### config.mk
export PLATFORM = sky130hd
export DESIGN_NAME = jtag_uart_top
export DESIGN_NICKNAME = d
export VERILOG_FILES = /design/src/rtl/jtag_uart_pkg.sv /design/src/rtl/jtag_uart_top.sv /design/src/rtl/apb_uart_regs.sv /design/src/rtl/uart_tx_fifo.sv /design/src/rtl/jtag_data_register.sv /design/src/rtl/shift_bit_counter.sv /design/src/rtl/jtag_instruction_register.sv /design/src/rtl/jtag_tap_controller.sv
export VERILOG_INCLUDE_DIRS = /design/src /design/src/rtl
export SDC_FILE = /design/constraint.sdc
export NUM_CORES = 1
export LEC_CHECK = 0
export ABC_AREA = 1
export ABC_CLOCK_PERIOD_IN_PS = 3100
export BUFFER_PORTS_ARGS = -buffer_cell sky130_fd_sc_hd__buf_2
export CAP_MARGIN = 5
export CORE_MARGIN = 10
export CORE_UTILIZATION = 48
export DETAILED_ROUTE_END_ITERATION = 16
export PLACE_DENSITY = 0.74
export SYNTH_ARGS = -nofsm -noshare
export SYNTH_HDL_FRONTEND = slang
export SYNTH_SLANG_ARGS = --single-unit
### constraint.sdc
create_clock -name tck -period 3.1 [get_ports tck]
set_input_delay 0.31 -clock tck [delete_from_list [all_inputs] [get_ports tck]]
set_output_delay 0.31 -clock tck [all_outputs]
set_load 0.02 [all_outputs]
### src/rtl/jtag_uart_defines.svh
// JTAG UART parameters
`ifndef JTAG_UART_DEFINES_SVH
`define JTAG_UART_DEFINES_SVH

// ==============================
// TAP instruction set
// ==============================

// Instruction register width
`define JTAG_IR_LEN 10

// Host-side UART channel
`define JTAG_USER1 10'h001

// Mandatory single-bit path
`define JTAG_BYPASS 10'h3ff

// ==============================
// Transmit buffer
// ==============================

// Entry count, power of two only
`define TX_FIFO_DEPTH 16

// APB byte offsets
`define UART_REG_DATA 4'h0
`define UART_REG_STATUS 4'h4
`define UART_REG_CTRL 4'h8

`endif
### src/rtl/jtag_uart_pkg.sv
// JTAG UART shared types
`default_nettype none

`include "jtag_uart_defines.svh"

package jtag_uart_pkg;

    // IEEE 1149.1 controller states
    typedef enum logic [3:0] {
        TEST_LOGIC_RESET = 4'h0,
        RUN_TEST_IDLE    = 4'h1,
        SELECT_DR_SCAN   = 4'h2,
        CAPTURE_DR       = 4'h3,
        SHIFT_DR         = 4'h4,
        EXIT1_DR         = 4'h5,
        PAUSE_DR         = 4'h6,
        EXIT2_DR         = 4'h7,
        UPDATE_DR        = 4'h8,
        SELECT_IR_SCAN   = 4'h9,
        CAPTURE_IR       = 4'ha,
        SHIFT_IR         = 4'hb,
        EXIT1_IR         = 4'hc,
        PAUSE_IR         = 4'hd,
        EXIT2_IR         = 4'he,
        UPDATE_IR        = 4'hf
    } tap_state_e;

    // One-hot actions of the present state
    typedef struct packed {
        logic capture_ir;
        logic shift_ir;
        logic update_ir;
        logic capture_dr;
        logic shift_dr;
        logic update_dr;
        logic test_logic_reset;
    } tap_strobes_t;

    // FIFO fill level
    typedef struct packed {
        logic [$clog2(`TX_FIFO_DEPTH):0] count;
        logic                            full;
        logic                            empty;
    } uart_status_t;

    // USER1 scan word, valid shifts out first
    typedef struct packed {
        logic [7:0] data;
        logic       valid;
    } jtag_scan_t;

    typedef struct packed {
        logic        psel;
        logic        penable;
        logic        pwrite;
        logic [3:0]  paddr;
        logic [31:0] pwdata;
    } apb_req_t;

    typedef struct packed {
        logic [31:0] prdata;
        logic        pready;
        logic        pslverr;
    } apb_rsp_t;

    // DATA register view
    typedef struct packed {
        logic [23:0] reserved;
        logic [7:0]  tx_byte;
    } apb_tx_view_t;

    // CTRL register view
    typedef struct packed {
        logic [30:0] reserved;
        logic        flush;
    } apb_ctrl_view_t;

    // Same write word, meaning picked by paddr
    typedef union packed {
        apb_tx_view_t   tx;
        apb_ctrl_view_t ctrl;
    } apb_wdata_u;

endpackage

`default_nettype wire

### src/rtl/jtag_uart_top.sv
// JTAG UART top level
`timescale 1ns/100ps
`default_nettype none

module jtag_uart_top (
    input  logic                   tck,
    input  logic                   reset_n,
    input  logic                   tms,
    input  logic                   tdi,
    output logic                   tdo,
    input  jtag_uart_pkg::apb_req_t apb_req,
    output jtag_uart_pkg::apb_rsp_t apb_rsp
);
    import jtag_uart_pkg::*;

    tap_strobes_t strobes;
    logic         ir_tdo;
    logic         user1_sel;
    logic         scan_complete;
    logic         pop;
    logic         push;
    logic [7:0]   push_data;
    logic         flush;
    jtag_scan_t   head;
    uart_status_t status;

    // ==============================
    // TAP path
    // ==============================

    jtag_tap_controller tap_ctrl_i (
        .tck     (tck),
        .reset_n (reset_n),
        .tms     (tms),
        .state   (),
        .strobes (strobes)
    );

    jtag_instruction_register ir_i (
        .tck       (tck),
        .reset_n   (reset_n),
        .tdi       (tdi),
        .strobes   (strobes),
        .ir_tdo    (ir_tdo),
        .user1_sel (user1_sel)
    );

    shift_bit_counter shift_cnt_i (
        .tck           (tck),
        .reset_n       (reset_n),
        .strobes       (strobes),
        .scan_complete (scan_complete)
    );

    jtag_data_register dr_i (
        .tck           (tck),
        .reset_n       (reset_n),
        .tdi           (tdi),
        .strobes       (strobes),
        .user1_sel     (user1_sel),
        .scan_complete (scan_complete),
        .head          (head),
        .ir_tdo        (ir_tdo),
        .tdo           (tdo),
        .pop           (pop)
    );

    // ==============================
    // Buffer and bus slave
    // ==============================

    uart_tx_fifo fifo_i (
        .tck       (tck),
        .reset_n   (reset_n),
        .push      (push),
        .push_data (push_data),
        .pop       (pop),
        .flush     (flush),
        .head      (head),
        .status    (status)
    );

    apb_uart_regs regs_i (
        .tck       (tck),
        .reset_n   (reset_n),
        .apb_req   (apb_req),
        .apb_rsp   (apb_rsp),
        .status    (status),
        .push      (push),
        .push_data (push_data),
        .flush     (flush)
    );

endmodule

`default_nettype wire

### src/rtl/apb_uart_regs.sv
// APB register block
`timescale 1ns/100ps
`default_nettype none

`include "jtag_uart_defines.svh"

module apb_uart_regs (
    input  logic                       tck,
    input  logic                       reset_n,
    input  jtag_uart_pkg::apb_req_t     apb_req,
    output jtag_uart_pkg::apb_rsp_t     apb_rsp,
    input  jtag_uart_pkg::uart_status_t status,
    output logic                       push,
    output logic [7:0]                 push_data,
    output logic                       flush
);
    import jtag_uart_pkg::*;

    apb_wdata_u wdata;
    logic       setup;
    logic       access;
    logic       hit_data;
    logic       hit_status;
    logic       hit_ctrl;
    logic       err_next;
    logic [31:0] rdata_next;
    logic [31:0] prdata_q;
    logic        pslverr_q;

    // ==============================
    // Decode
    // ==============================

    assign setup  = apb_req.psel & ~apb_req.penable;
    assign access = apb_req.psel & apb_req.penable;
    assign wdata  = apb_req.pwdata;

    assign hit_data   = (apb_req.paddr == `UART_REG_DATA);
    assign hit_status = (apb_req.paddr == `UART_REG_STATUS);
    assign hit_ctrl   = (apb_req.paddr == `UART_REG_CTRL);

    // Unknown offset, or a byte that has no room
    assign err_next = ~(hit_data | hit_status | hit_ctrl) |
                      (apb_req.pwrite & hit_data & status.full);

    // Only STATUS reads back, zero-extended
    assign rdata_next = (!apb_req.pwrite && hit_status) ? 32'(status) : '0;

    // ==============================
    // Response registers
    // ==============================

    // Loaded in setup so they are stable through the access cycle
    always_ff @(posedge tck or negedge reset_n) begin
        if (!reset_n) begin
            prdata_q  <= '0;
            pslverr_q <= 1'b0;
        end else if (setup) begin
            prdata_q  <= rdata_next;
            pslverr_q <= err_next;
        end else begin
            prdata_q  <= '0;
            pslverr_q <= 1'b0;
        end
    end

    // FIFO side, acts at the edge ending the access cycle
    // A byte flagged in setup stays refused even if a pop freed room
    assign push      = access & apb_req.pwrite & hit_data & ~pslverr_q;
    assign push_data = wdata.tx.tx_byte;
    assign flush     = access & apb_req.pwrite & hit_ctrl & wdata.ctrl.flush;

    // No wait states
    assign apb_rsp.prdata  = prdata_q;
    assign apb_rsp.pready  = 1'b1;
    assign apb_rsp.pslverr = pslverr_q;

endmodule

`default_nettype wire

### src/rtl/uart_tx_fifo.sv
// Transmit byte FIFO
`timescale 1ns/100ps
`default_nettype none

`include "jtag_uart_defines.svh"

module uart_tx_fifo (
    input  logic                       tck,
    input  logic                       reset_n,
    input  logic                       push,
    input  logic [7:0]                 push_data,
    input  logic                       pop,
    input  logic                       flush,
    output jtag_uart_pkg::jtag_scan_t   head,
    output jtag_uart_pkg::uart_status_t status
);

    localparam int unsigned DEPTH  = `TX_FIFO_DEPTH;
    localparam int unsigned ADDR_W = $clog2(DEPTH);

    // Extra top bit tells full from empty
    logic [ADDR_W:0] wr_ptr;
    logic [ADDR_W:0] rd_ptr;
    logic [7:0]      mem [DEPTH];
    logic            empty;
    logic            full;
    logic            do_push;
    logic            do_pop;

    assign empty = (wr_ptr == rd_ptr);
    assign full  = (wr_ptr[ADDR_W] != rd_ptr[ADDR_W]) &&
                   (wr_ptr[ADDR_W-1:0] == rd_ptr[ADDR_W-1:0]);

    // Refused requests are dropped, flush wins
    assign do_push = push & ~full & ~flush;
    assign do_pop  = pop & ~empty & ~flush;

    always_ff @(posedge tck or negedge reset_n) begin
        if (!reset_n) begin
            wr_ptr <= '0;
            rd_ptr <= '0;
        end else if (flush) begin
            wr_ptr <= '0;
            rd_ptr <= '0;
        end else begin
            if (do_push) begin
                wr_ptr <= wr_ptr + 1'b1;
            end
            if (do_pop) begin
                rd_ptr <= rd_ptr + 1'b1;
            end
        end
    end

    // Storage
    always_ff @(posedge tck) begin
        if (do_push) begin
            mem[wr_ptr[ADDR_W-1:0]] <= push_data;
        end
    end

    // Head word, all zero when nothing is queued
    always_comb begin
        head       = '0;
        head.valid = ~empty;
        if (!empty) begin
            head.data = mem[rd_ptr[ADDR_W-1:0]];
        end
    end

    // Pointer distance is the fill level
    assign status.count = wr_ptr - rd_ptr;
    assign status.full  = full;
    assign status.empty = empty;

endmodule

`default_nettype wire

### src/rtl/jtag_data_register.sv
// USER1 and bypass data registers
`timescale 1ns/100ps
`default_nettype none

module jtag_data_register (
    input  logic                       tck,
    input  logic                       reset_n,
    input  logic                       tdi,
    input  jtag_uart_pkg::tap_strobes_t strobes,
    input  logic                       user1_sel,
    input  logic                       scan_complete,
    input  jtag_uart_pkg::jtag_scan_t   head,
    input  logic                       ir_tdo,
    output logic                       tdo,
    output logic                       pop
);
    import jtag_uart_pkg::*;

    jtag_scan_t dr_shift;
    logic       captured_valid;
    logic       bypass_bit;

    // ==============================
    // USER1 scan path
    // ==============================

    // Captured FIFO head shifting toward tdo
    always_ff @(posedge tck) begin
        if (strobes.capture_dr && user1_sel) begin
            dr_shift <= head;
        end else if (strobes.shift_dr && user1_sel) begin
            dr_shift <= {tdi, dr_shift[$bits(jtag_scan_t)-1:1]};
        end
    end

    // Valid flag of the word last captured
    always_ff @(posedge tck or negedge reset_n) begin
        if (!reset_n) begin
            captured_valid <= 1'b0;
        end else if (strobes.capture_dr) begin
            captured_valid <= user1_sel & head.valid;
        end
    end

    // ==============================
    // Bypass and tdo
    // ==============================

    always_ff @(posedge tck or negedge reset_n) begin
        if (!reset_n) begin
            bypass_bit <= 1'b0;
        end else if (strobes.capture_dr) begin
            bypass_bit <= 1'b0;
        end else if (strobes.shift_dr) begin
            bypass_bit <= tdi;
        end
    end

    // Pop on the edge leaving Update-DR
    assign pop = strobes.update_dr & user1_sel & captured_valid & scan_complete;

    // All sources are flops, so tdo moves only after a rising edge
    always_comb begin
        if (strobes.shift_ir) begin
            tdo = ir_tdo;
        end else if (user1_sel) begin
            tdo = dr_shift[0];
        end else begin
            tdo = bypass_bit;
        end
    end

endmodule

`default_nettype wire

### src/rtl/shift_bit_counter.sv
// Data register shift counter
`timescale 1ns/100ps
`default_nettype none

module shift_bit_counter (
    input  logic                       tck,
    input  logic                       reset_n,
    input  jtag_uart_pkg::tap_strobes_t strobes,
    output logic                       scan_complete
);
    import jtag_uart_pkg::*;

    // One shift per bit of the USER1 word
    localparam int unsigned SCAN_LEN = $bits(jtag_scan_t);
    localparam int unsigned CNT_W    = $clog2(SCAN_LEN + 1);
    localparam logic [CNT_W-1:0] SCAN_LAST = CNT_W'(SCAN_LEN);

    logic [CNT_W-1:0] shift_count;

    // Restart per capture, saturate at a full word
    always_ff @(posedge tck or negedge reset_n) begin
        if (!reset_n) begin
            shift_count <= '0;
        end else if (strobes.capture_dr) begin
            shift_count <= '0;
        end else if (strobes.shift_dr && (shift_count != SCAN_LAST)) begin
            shift_count <= shift_count + 1'b1;
        end
    end

    // Pause and resume still count, an early exit does not
    assign scan_complete = (shift_count == SCAN_LAST);

endmodule

`default_nettype wire

### src/rtl/jtag_instruction_register.sv
// JTAG instruction register
`timescale 1ns/100ps
`default_nettype none

`include "jtag_uart_defines.svh"

module jtag_instruction_register (
    input  logic                       tck,
    input  logic                       reset_n,
    input  logic                       tdi,
    input  jtag_uart_pkg::tap_strobes_t strobes,
    output logic                       ir_tdo,
    output logic                       user1_sel
);

    logic [`JTAG_IR_LEN-1:0] ir_shift;
    logic [`JTAG_IR_LEN-1:0] ir_active;

    // Shift stage, LSB leaves first
    always_ff @(posedge tck or negedge reset_n) begin
        if (!reset_n) begin
            ir_shift <= '0;
        end else if (strobes.capture_ir) begin
            // Fixed capture pattern 1
            ir_shift <= `JTAG_IR_LEN'(1);
        end else if (strobes.shift_ir) begin
            ir_shift <= {tdi, ir_shift[`JTAG_IR_LEN-1:1]};
        end
    end

    // Update shadow, the instruction in force
    always_ff @(posedge tck or negedge reset_n) begin
        if (!reset_n) begin
            ir_active <= `JTAG_BYPASS;
        end else if (strobes.test_logic_reset) begin
            ir_active <= `JTAG_BYPASS;
        end else if (strobes.update_ir) begin
            ir_active <= ir_shift;
        end
    end

    assign ir_tdo    = ir_shift[0];
    assign user1_sel = (ir_active == `JTAG_USER1);

endmodule

`default_nettype wire

### src/rtl/jtag_tap_controller.sv
// JTAG TAP state machine
`timescale 1ns/100ps
`default_nettype none

module jtag_tap_controller (
    input  logic                       tck,
    input  logic                       reset_n,
    input  logic                       tms,
    output jtag_uart_pkg::tap_state_e   state,
    output jtag_uart_pkg::tap_strobes_t strobes
);
    import jtag_uart_pkg::*;

    tap_state_e state_next;

    // ==============================
    // State register
    // ==============================

    always_ff @(posedge tck or negedge reset_n) begin
        if (!reset_n) begin
            state <= TEST_LOGIC_RESET;
        end else begin
            state <= state_next;
        end
    end

    // Standard 1149.1 graph, tms sampled at rising edge
    always_comb begin
        unique case (state)
            TEST_LOGIC_RESET: state_next = tms ? TEST_LOGIC_RESET : RUN_TEST_IDLE;
            RUN_TEST_IDLE:    state_next = tms ? SELECT_DR_SCAN : RUN_TEST_IDLE;
            SELECT_DR_SCAN:   state_next = tms ? SELECT_IR_SCAN : CAPTURE_DR;
            CAPTURE_DR:       state_next = tms ? EXIT1_DR : SHIFT_DR;
            SHIFT_DR:         state_next = tms ? EXIT1_DR : SHIFT_DR;
            EXIT1_DR:         state_next = tms ? UPDATE_DR : PAUSE_DR;
            PAUSE_DR:         state_next = tms ? EXIT2_DR : PAUSE_DR;
            EXIT2_DR:         state_next = tms ? UPDATE_DR : SHIFT_DR;
            UPDATE_DR:        state_next = tms ? SELECT_DR_SCAN : RUN_TEST_IDLE;
            SELECT_IR_SCAN:   state_next = tms ? TEST_LOGIC_RESET : CAPTURE_IR;
            CAPTURE_IR:       state_next = tms ? EXIT1_IR : SHIFT_IR;
            SHIFT_IR:         state_next = tms ? EXIT1_IR : SHIFT_IR;
            EXIT1_IR:         state_next = tms ? UPDATE_IR : PAUSE_IR;
            PAUSE_IR:         state_next = tms ? EXIT2_IR : PAUSE_IR;
            EXIT2_IR:         state_next = tms ? UPDATE_IR : SHIFT_IR;
            UPDATE_IR:        state_next = tms ? SELECT_DR_SCAN : RUN_TEST_IDLE;
            default:          state_next = TEST_LOGIC_RESET;
        endcase
    end

    // ==============================
    // Strobe decode
    // ==============================

    // Registers act on the edge that leaves the decoded state
    always_comb begin
        strobes                  = '0;
        strobes.capture_ir       = (state == CAPTURE_IR);
        strobes.shift_ir         = (state == SHIFT_IR);
        strobes.update_ir        = (state == UPDATE_IR);
        strobes.capture_dr       = (state == CAPTURE_DR);
        strobes.shift_dr         = (state == SHIFT_DR);
        strobes.update_dr        = (state == UPDATE_DR);
        // Held while parked, reloads the instruction
        strobes.test_logic_reset = (state == TEST_LOGIC_RESET);
    end

endmodule

`default_nettype wire

==> flow_summary_export.csv, run 1 <==
group,metric,value,unit
outcome,status,"complete, no violations",
timing,max_freq,0.392,GHz
power,swShare,28.3,%
layout,nNetsFinal,933,
layout,n_antenna_cell,0,
placement,dp_slack,0.676,ns
yosys,synth_top_area_share,48.9,%
critical_path,crit_type,"reg2reg",
layout,final_cells,1116,
timing,finalMaxSlewViolations,0,
clock_network,numCtsBuffers,17,
critical_path,crit_chain,"inv_2 -> ha_1 -> nand2_1 -> nor2_1 -> nand2_1 -> nand3_2 -> inv_2 -> nand2_1 -> nor2_1 -> buf_4",
clock_network,cts_max_path_buffers,2,
layout,final_area,9350,µm²
route,ant_nets,0,
timing,tightest_slew,0.605,ns
route,routedWlPerCell,15.9,µm
yosys,synth_xor_area_share,0.104,%
timing,fin_crit_sh,82.2,%
power,clockPowerShare,36.5,%
clock_network,cts_tree,"done",
yosys,ys_seq_area_share,63.3,%
placement,portBuffers,27,
critical_path,cpPeakStageDelay,0.40,ns
grt,grt_pass1_vias,5730,
yosys,synth_top_family_by_area,"simple AND/OR/NAND/NOR gates",
layout,area.growth.synth_to_final,11.1,%
yosys,synth_compound_gate_area_share,6.38,%
grt,grt_max_degree,55,
grt,grt_antenna_before_repair,0,
critical_path,critPathMaxFanout,19,
critical_path,critPathSlowestCell,"dfrtp_1",
critical_path,worstPathRequired,3.23,ns
layout,fillers,1482,
critical_path,crit_arrival,2.68,ns
timing,finClkSkew,0.0198,ns
layout,final_common_cell,"nand2_1",
power,p_int,4110,µW
yosys,synth_area_leader_cell,"edfxtp_1",
grt,grt_pass1_wl,28800,µm
timing,fin_tns_setup,0,ns
yosys,synthSimpleGateAreaFrac,21.3,%
route,drt_iter0_drc,445,
yosys,syn_inst,837,
route,dr.pass1.iters,4,
yosys,synthAdderAreaFrac,1.87,%
timing,max_slew_margin,59.7,%
timing,layout_setup_ws,0.551,ns
floorplanning,die_y,152,µm
placement,dpl_cell_area,8760,µm²
clock_network,clk_latency,0.44,ns
critical_path,endpoint_kind,"flip-flop",
clock_network,postCtsSetupRepairBufs,0,
layout,area.sequential,5330,µm²
yosys,syn-cell-area,8420,µm²
timing,final_hold_viol_count,0,
layout,drive_above_1_share,13.7,%
clock_network,root_buffer,"clkbuf_16",
floorplanning,row_count,48,
placement,dp_cells,1083,
timing,timing.hold.ws,0.132,ns
yosys,ys_seq_elements,185,
route,via_per_inst,5.19,
clock_network,h-tree-depth,4,
grt,gr-total-overflow,0,
yosys,syn_avg_cell_area,10.1,µm²
power,p_sw,1620,µW
worst_hold_path,hp-class,"in2reg",
run,drv_cap,0,
power,pwr-share-seq,51.1,%
floorplanning,initial_utilization,48.8,%
placement,globalplace.congestion,0.856,
clock_network,clock_sinks,185,
route,vias,5793,
floorplanning,pin_count,78,
route,routed_wl,17800,µm
clock_network,clk_pin_slew_worst_paths,0.08,ns
power,ir_drop,0.415,mV
yosys,ys_top_cells_by_area,"edfxtp_1 (49%), dfrtp_1 (11%), nand2_1 (9.7%)",
route,drc_errors,0,
timing,fin_crit,2.55,ns
yosys,ys_types,38,
floorplanning,die_area,23200,µm²
grt,grt_use_total,15.3,%
yosys,yosysWarnings,0,
floorplanning,die_x,152,µm
layout,multi_input_area,2590,µm²
timing,setup_viol,0,
floorplanning,core_area,17200,µm²
power,powerDensity,613,nW/µm²
critical_path,startpoint_type,"flip-flop",
timing,grt_setup_unrepaired,"no",
yosys,muxShareOfSynthArea,0,%
power,p_leak,0.00385,µW
placement,dpl.hpwl,11700,µm
critical_path,crit_top_cell,"nand2_1",
power,combPwrFrac,12.4,%
layout,final_cell_mix,"nand2_1 (217), edfxtp_1 (137), nor2_1 (105)",
==> layout make-up <==
| cell class | instances | share of cell area, % |
|---|---|---|
| multi-input cells | 558 | 27.7 |
| clock inverters | 14 | 1.58 |
| repair buffers | 53 | 3.56 |
| inverters | 63 | 2.53 |
| flip-flops and latches | 185 | 57.0 |
| clock buffers | 18 | 4.59 |
| well taps | 225 | 3.01 |
==> sequential cells by signal (all words and copies together), names as in the netlist, 4 cells and up <==
register / count
shift_cnt_i.shift_count: 4
fifo_i.wr_ptr: 5
tap_ctrl_i.state: 4
dr_i.dr_shift: 9
regs_i.prdata_q: 7
ir_i.ir_active: 10
ir_i.ir_shift: 10
fifo_i.mem: 128
fifo_i.rd_ptr: 5
==> Yosys cell counts <==
cell type  number
conb_1          2
buf_6           2
o211ai_1        4
edfxtp_1      137
nor3_2          1
nor2_2          7
nand4_1         7
dfstp_2        10
buf_1           1
a22oi_1         1
nand3_1        61
dfrtp_1        38
nor3_1          6
ha_1           11
a211oi_1        1
a2bb2oi_1       1
nor3b_1         1
buf_4          28
a31oi_1         1
nand3_4         1
nand3_2         3
o21ai_1         3
o2111ai_1       1
xor2_1          1
fa_1            1
nand2_2         5
buf_2          19
nor2_4          5
o21ai_0        53
inv_2           6
and2_1          1
o22ai_1        10
clkbuf_1        5
inv_1          57
nand2_1       217
nor2_1        105
o21a_1          2
a21oi_1        22
==> logic make-up (layout without fill, tap and decap cells) <==
logic type / count (synthesis) / in the layout
AND/OR/NAND/NOR: 420 / 420
flip-flops: 185 / 185
buffers and inverters: 118 / 148
AO/OA/AOI/OAI: 99 / 99
adder cells (fa/ha/maj): 12 / 12
other: 2 / 26
XOR/XNOR: 1 / 1
==> layer usage <==
metal  GRT usage [%]  vias up  wire length, µm
li1                -     2834                -
met1            17.7     2756             7400
met2            26.7      176             8860
met3            4.26       27             1150
met4            5.40        0              350
met5               0        -                0
==> through the flow <==
| step | util [%] | total power, µW |
|---|---|---|
| detailed placement | 50.8 | 3680 |
| global route | 54.2 | 5970 |
| global placement | 50.8 | 3660 |
| floorplan | - | 3500 |
| CTS | 54.2 | 5750 |
| finish | 54.2 | 5730 |
==> repair_timing <==
action	4_1_cts	5_1_grt
resized for setup	0	0
endpoints found under the setup margin	0	0
hold buffers	1	0
hold endpoints to repair	24	0
==> worst paths after layout <==
path / endpoint / start / slack, ns / cells after the start
worst max-delay path: fifo_i.mem[10][5] / fifo_i.rd_ptr[2] / 0.55 / 10
worst min-delay path: regs_i.pslverr_q / apb_req[37] / 0.13 / 3
worst max register to register: fifo_i.mem[10][5] / fifo_i.rd_ptr[2] / 0.55 / 10
worst min register to register: ir_i.ir_active[8] / ir_i.ir_active[8] / 0.48 / 2
max in group asynchronous: ir_i.ir_active[8] / reset_n / 1.89 / 3
min in group asynchronous: shift_cnt_i.shift_count[3] / reset_n / 0.40 / 2
==> worst max-delay path, delay by kind of cell (launching register included) <==
kind                     cells  cell delay, ns
AND/OR/NAND/NOR              6            0.79
buffers and inverters        3            0.68
flip-flops                   1            0.40
adder cells (fa/ha/maj)      1            0.36
==> power by group through the flow <==
| stage | combinational [µW] | clock [µW] | sequential (µW) |
|---|---|---|---|
| detailed placement | 701 | 0 | 2980 |
| global route | 816 | 2210 | 2940 |
| floorplan | 548 | 0 | 2950 |
| finish | 711 | 2090 | 2930 |
| global placement | 684 | 0 | 2970 |
| CTS | 708 | 2120 | 2920 |
Power figures use the tool's default switching activity.
==> run 2: changes to the inputs <==
ABC_AREA = 0   (was 1)
ABC_CLOCK_PERIOD_IN_PS = 2500   (was 3100)
clock period = 2.5 ns   (was 3.1 ns; I/O delays follow)
==> run 2 against run 1 <==
Power rose by 29%. Sequential share of layout area rose by 0.77 points. Via count fell by 23%. Clock skew fell by 0.0079 ns. Non-clock buffer count rose by 9. Synthesized cell count fell by 37%. Combinational power rose by 49%. Critical path depth fell by 5. Hold slack got worse by 0.039 ns. Die area fell by 3.0%. Setup slack got worse by 0.36 ns. Sequential power rose by 25%. Critical path type is now reg2out.
==> flow_summary_export.csv, run 2 <==
group,metric,value,unit
outcome,status,"complete, no violations",
layout,final_cell_mix,"edfxtp_1 (137), dfrtp_1 (37), nand2_1 (33)",
yosys,ys_types,62,
grt,grt_pass1_vias,4573,
layout,drive_above_1_share,25.7,%
route,ant_nets,0,
yosys,yosysMostFrequentCell,"edfxtp_1",
clock_network,clk_pin_slew_worst_paths,0.07,ns
critical_path,startpoint_type,"flip-flop",
yosys,yosysWarnings,0,
timing,fin_crit,2.31,ns
yosys,synthArstFlopShare,25.9,%
critical_path,crit_chain,"nor4b_4 -> nand3_4 -> mux2i_1 -> o21ai_0 -> buf_2",
critical_path,crit_arrival,2.06,ns
power,powerDensity,804,nW/µm²
route,dr.pass1.iters,4,
power,p_leak,0.00344,µW
clock_network,cts_tree,"done",
route,via_per_inst,5.50,
floorplanning,die_x,150,µm
layout,final_common_cell,"edfxtp_1",
clock_network,h-tree-depth,4,
timing,finClkSkew,0.0119,ns
timing,tightest_slew,0.708,ns
critical_path,critPathSlowestCell,"dfstp_2",
timing,finalMaxSlewViolations,0,
critical_path,endpoint_kind,"output pin",
layout,n_antenna_cell,0,
layout,largest_reg_flops,128,
yosys,synth_area_leader_cell,"edfxtp_1",
yosys,synth_edf_count,137,
layout,area.growth.synth_to_final,13.4,%
route,routed_wl,15800,µm
yosys,synth-main-ff-cell,"edfxtp_1",
floorplanning,row_count,47,
timing,setup_viol,0,
yosys,syn_inst,527,
clock_network,numCtsBuffers,17,
timing,max_freq,0.432,GHz
placement,portBuffers,27,
placement,dpl_cell_area,8620,µm²
timing,fin_crit_sh,92.6,%
timing,final_hold_viol_count,0,
run,drv_cap,0,
timing,max_slew_margin,52.8,%
placement,globalplace.congestion,0.799,
critical_path,crit_type,"reg2out",
route,routedWlPerCell,19.5,µm
critical_path,cpPeakStageDelay,0.53,ns
clock_network,root_buffer,"clkbuf_16",
yosys,ys_top_cells_by_area,"edfxtp_1 (51%), dfrtp_1 (12%), mux4_2 (8.9%)",
floorplanning,initial_utilization,49.0,%
floorplanning,die_y,150,µm
yosys,syn_avg_cell_area,15.4,µm²
placement,dpl.hpwl,10500,µm
clock_network,clock_sinks,185,
layout,final_area,9220,µm²
floorplanning,core_area,16600,µm²
layout,nNetsFinal,634,
critical_path,worstPathRequired,2.25,ns
power,total_power,7410,µW
layout,fillers,1250,
grt,grt_use_total,14.8,%
power,ir_drop,0.605,mV
grt,grt_antenna_before_repair,0,
grt,grt_pass1_wl,25400,µm
route,vias,4463,
yosys,ys_seq_area_share,65.5,%
clock_network,clk_latency,0.44,ns
timing,grt_setup_unrepaired,"no",
route,drc_errors,0,
yosys,synth_commonest_cells,"edfxtp_1 (137), dfrtp_1 (38), nand2_1 (33), mux4_2 (32), nor2_1 (31)",
route,drt_iter0_drc,347,
critical_path,critPathMaxFanout,10,
clock_network,postCtsSetupRepairBufs,0,
grt,gr-total-overflow,0,
yosys,synth_top_area_share,50.6,%
clock_network,cts_max_path_buffers,2,
yosys,syn-cell-area,8130,µm²
floorplanning,pin_count,78,
grt,grt_max_degree,37,
yosys,ys_seq_elements,185,
floorplanning,die_area,22500,µm²
worst_hold_path,hp-class,"in2reg",
==> run 2: final timing paths <==
check / slack [ns] / start / end / cells past startpoint
max in group asynchronous: 1.32 / reset_n / ir_i.ir_active[7] / 3
min in group asynchronous: 0.40 / reset_n / regs_i.prdata_q[4] / 2
worst min register to register: 0.48 / ir_i.ir_active[0] / ir_i.ir_active[0] / 2
worst max register to register: 0.26 / fifo_i.wr_ptr[0] / fifo_i.mem[14][3] / 7
worst max-delay path: 0.19 / ir_i.ir_active[0] / tdo / 5
worst min-delay path: 0.09 / apb_req[38] / regs_i.pslverr_q / 3
==> run 2: through the flow <==
| step | setup WS (ns) | instances | setup TNS, ns | hold WS [ns] | utilization (%) |
|---|---|---|---|---|---|
| final | 0.186 | 811 | 0 | 0.0932 | 55.6 |
| after global routing | 0.0454 | 811 | 0 | 0.114 | 55.6 |
| after CTS | 0.0906 | 811 | 0 | 0.0800 | 55.6 |
| after floorplan | -0.101 | 551 | -11.39 | -0.0456 | - |
| after global placement | 0.389 | 779 | 0 | 0.321 | 52.0 |
| after detailed placement | 0.292 | 779 | 0 | 0.336 | 52.0 |
==> run 2: final cells by class <==
type | instances | area [µm²] | share of cell area (%)
timing repair buffer | 62 | 425 | 4.61
inverter | 14 | 52.6 | 0.570
sequential | 185 | 5330 | 57.8
multi-input combinational | 299 | 2550 | 27.7
clock buffer | 18 | 429 | 4.65
tap | 220 | 275 | 2.98
clock inverter | 13 | 158 | 1.71
==> run 2: logic make-up after synthesis <==
group,synth area share [%]
other cells,0.0924
compound gates,5.74
fa+ha+maj,1.94
simple gates,8.77
xor+xnor,0.954
buf+inv,4.51
flops,65.5
mux,12.5
==> run 2: timing repair <==
item                                    in CTS  in global routing
endpoints found under the setup margin       0                  1
gates resized for setup                      0                  1
hold buffers                                 1                  0
endpoints found under the hold margin       26                  0
==> run 2: power by group <==
| group | total, µW | leakage, µW | switching (µW) | internal (µW) |
|---|---|---|---|---|
| sequential | 3660 | 0.00183 | 169 | 3490 |
| clock | 2680 | 0.000291 | 1180 | 1500 |
| combinational | 1060 | 0.00132 | 625 | 438 |
==> run 2: layer usage <==
metal / vias to the layer above / share of wire (%) / global-route usage, %
li1: 2069 / - / -
met1: 2264 / 41 / 18.8
met2: 113 / 50 / 23.8
met3: 17 / 7.1 / 4.26
met4: 0 / 1.2 / 5.00
met5: - / 0 / 0
==> run 2: worst max-delay path, delay by kind of cell, from the launching register on <==
kind,cells,cell delay (ns)
buffers and inverters,1,0.20
AOI/OAI and AO/OA,1,0.18
and+or+nand+nor,2,0.56
muxes,1,0.17
DFF,1,0.53
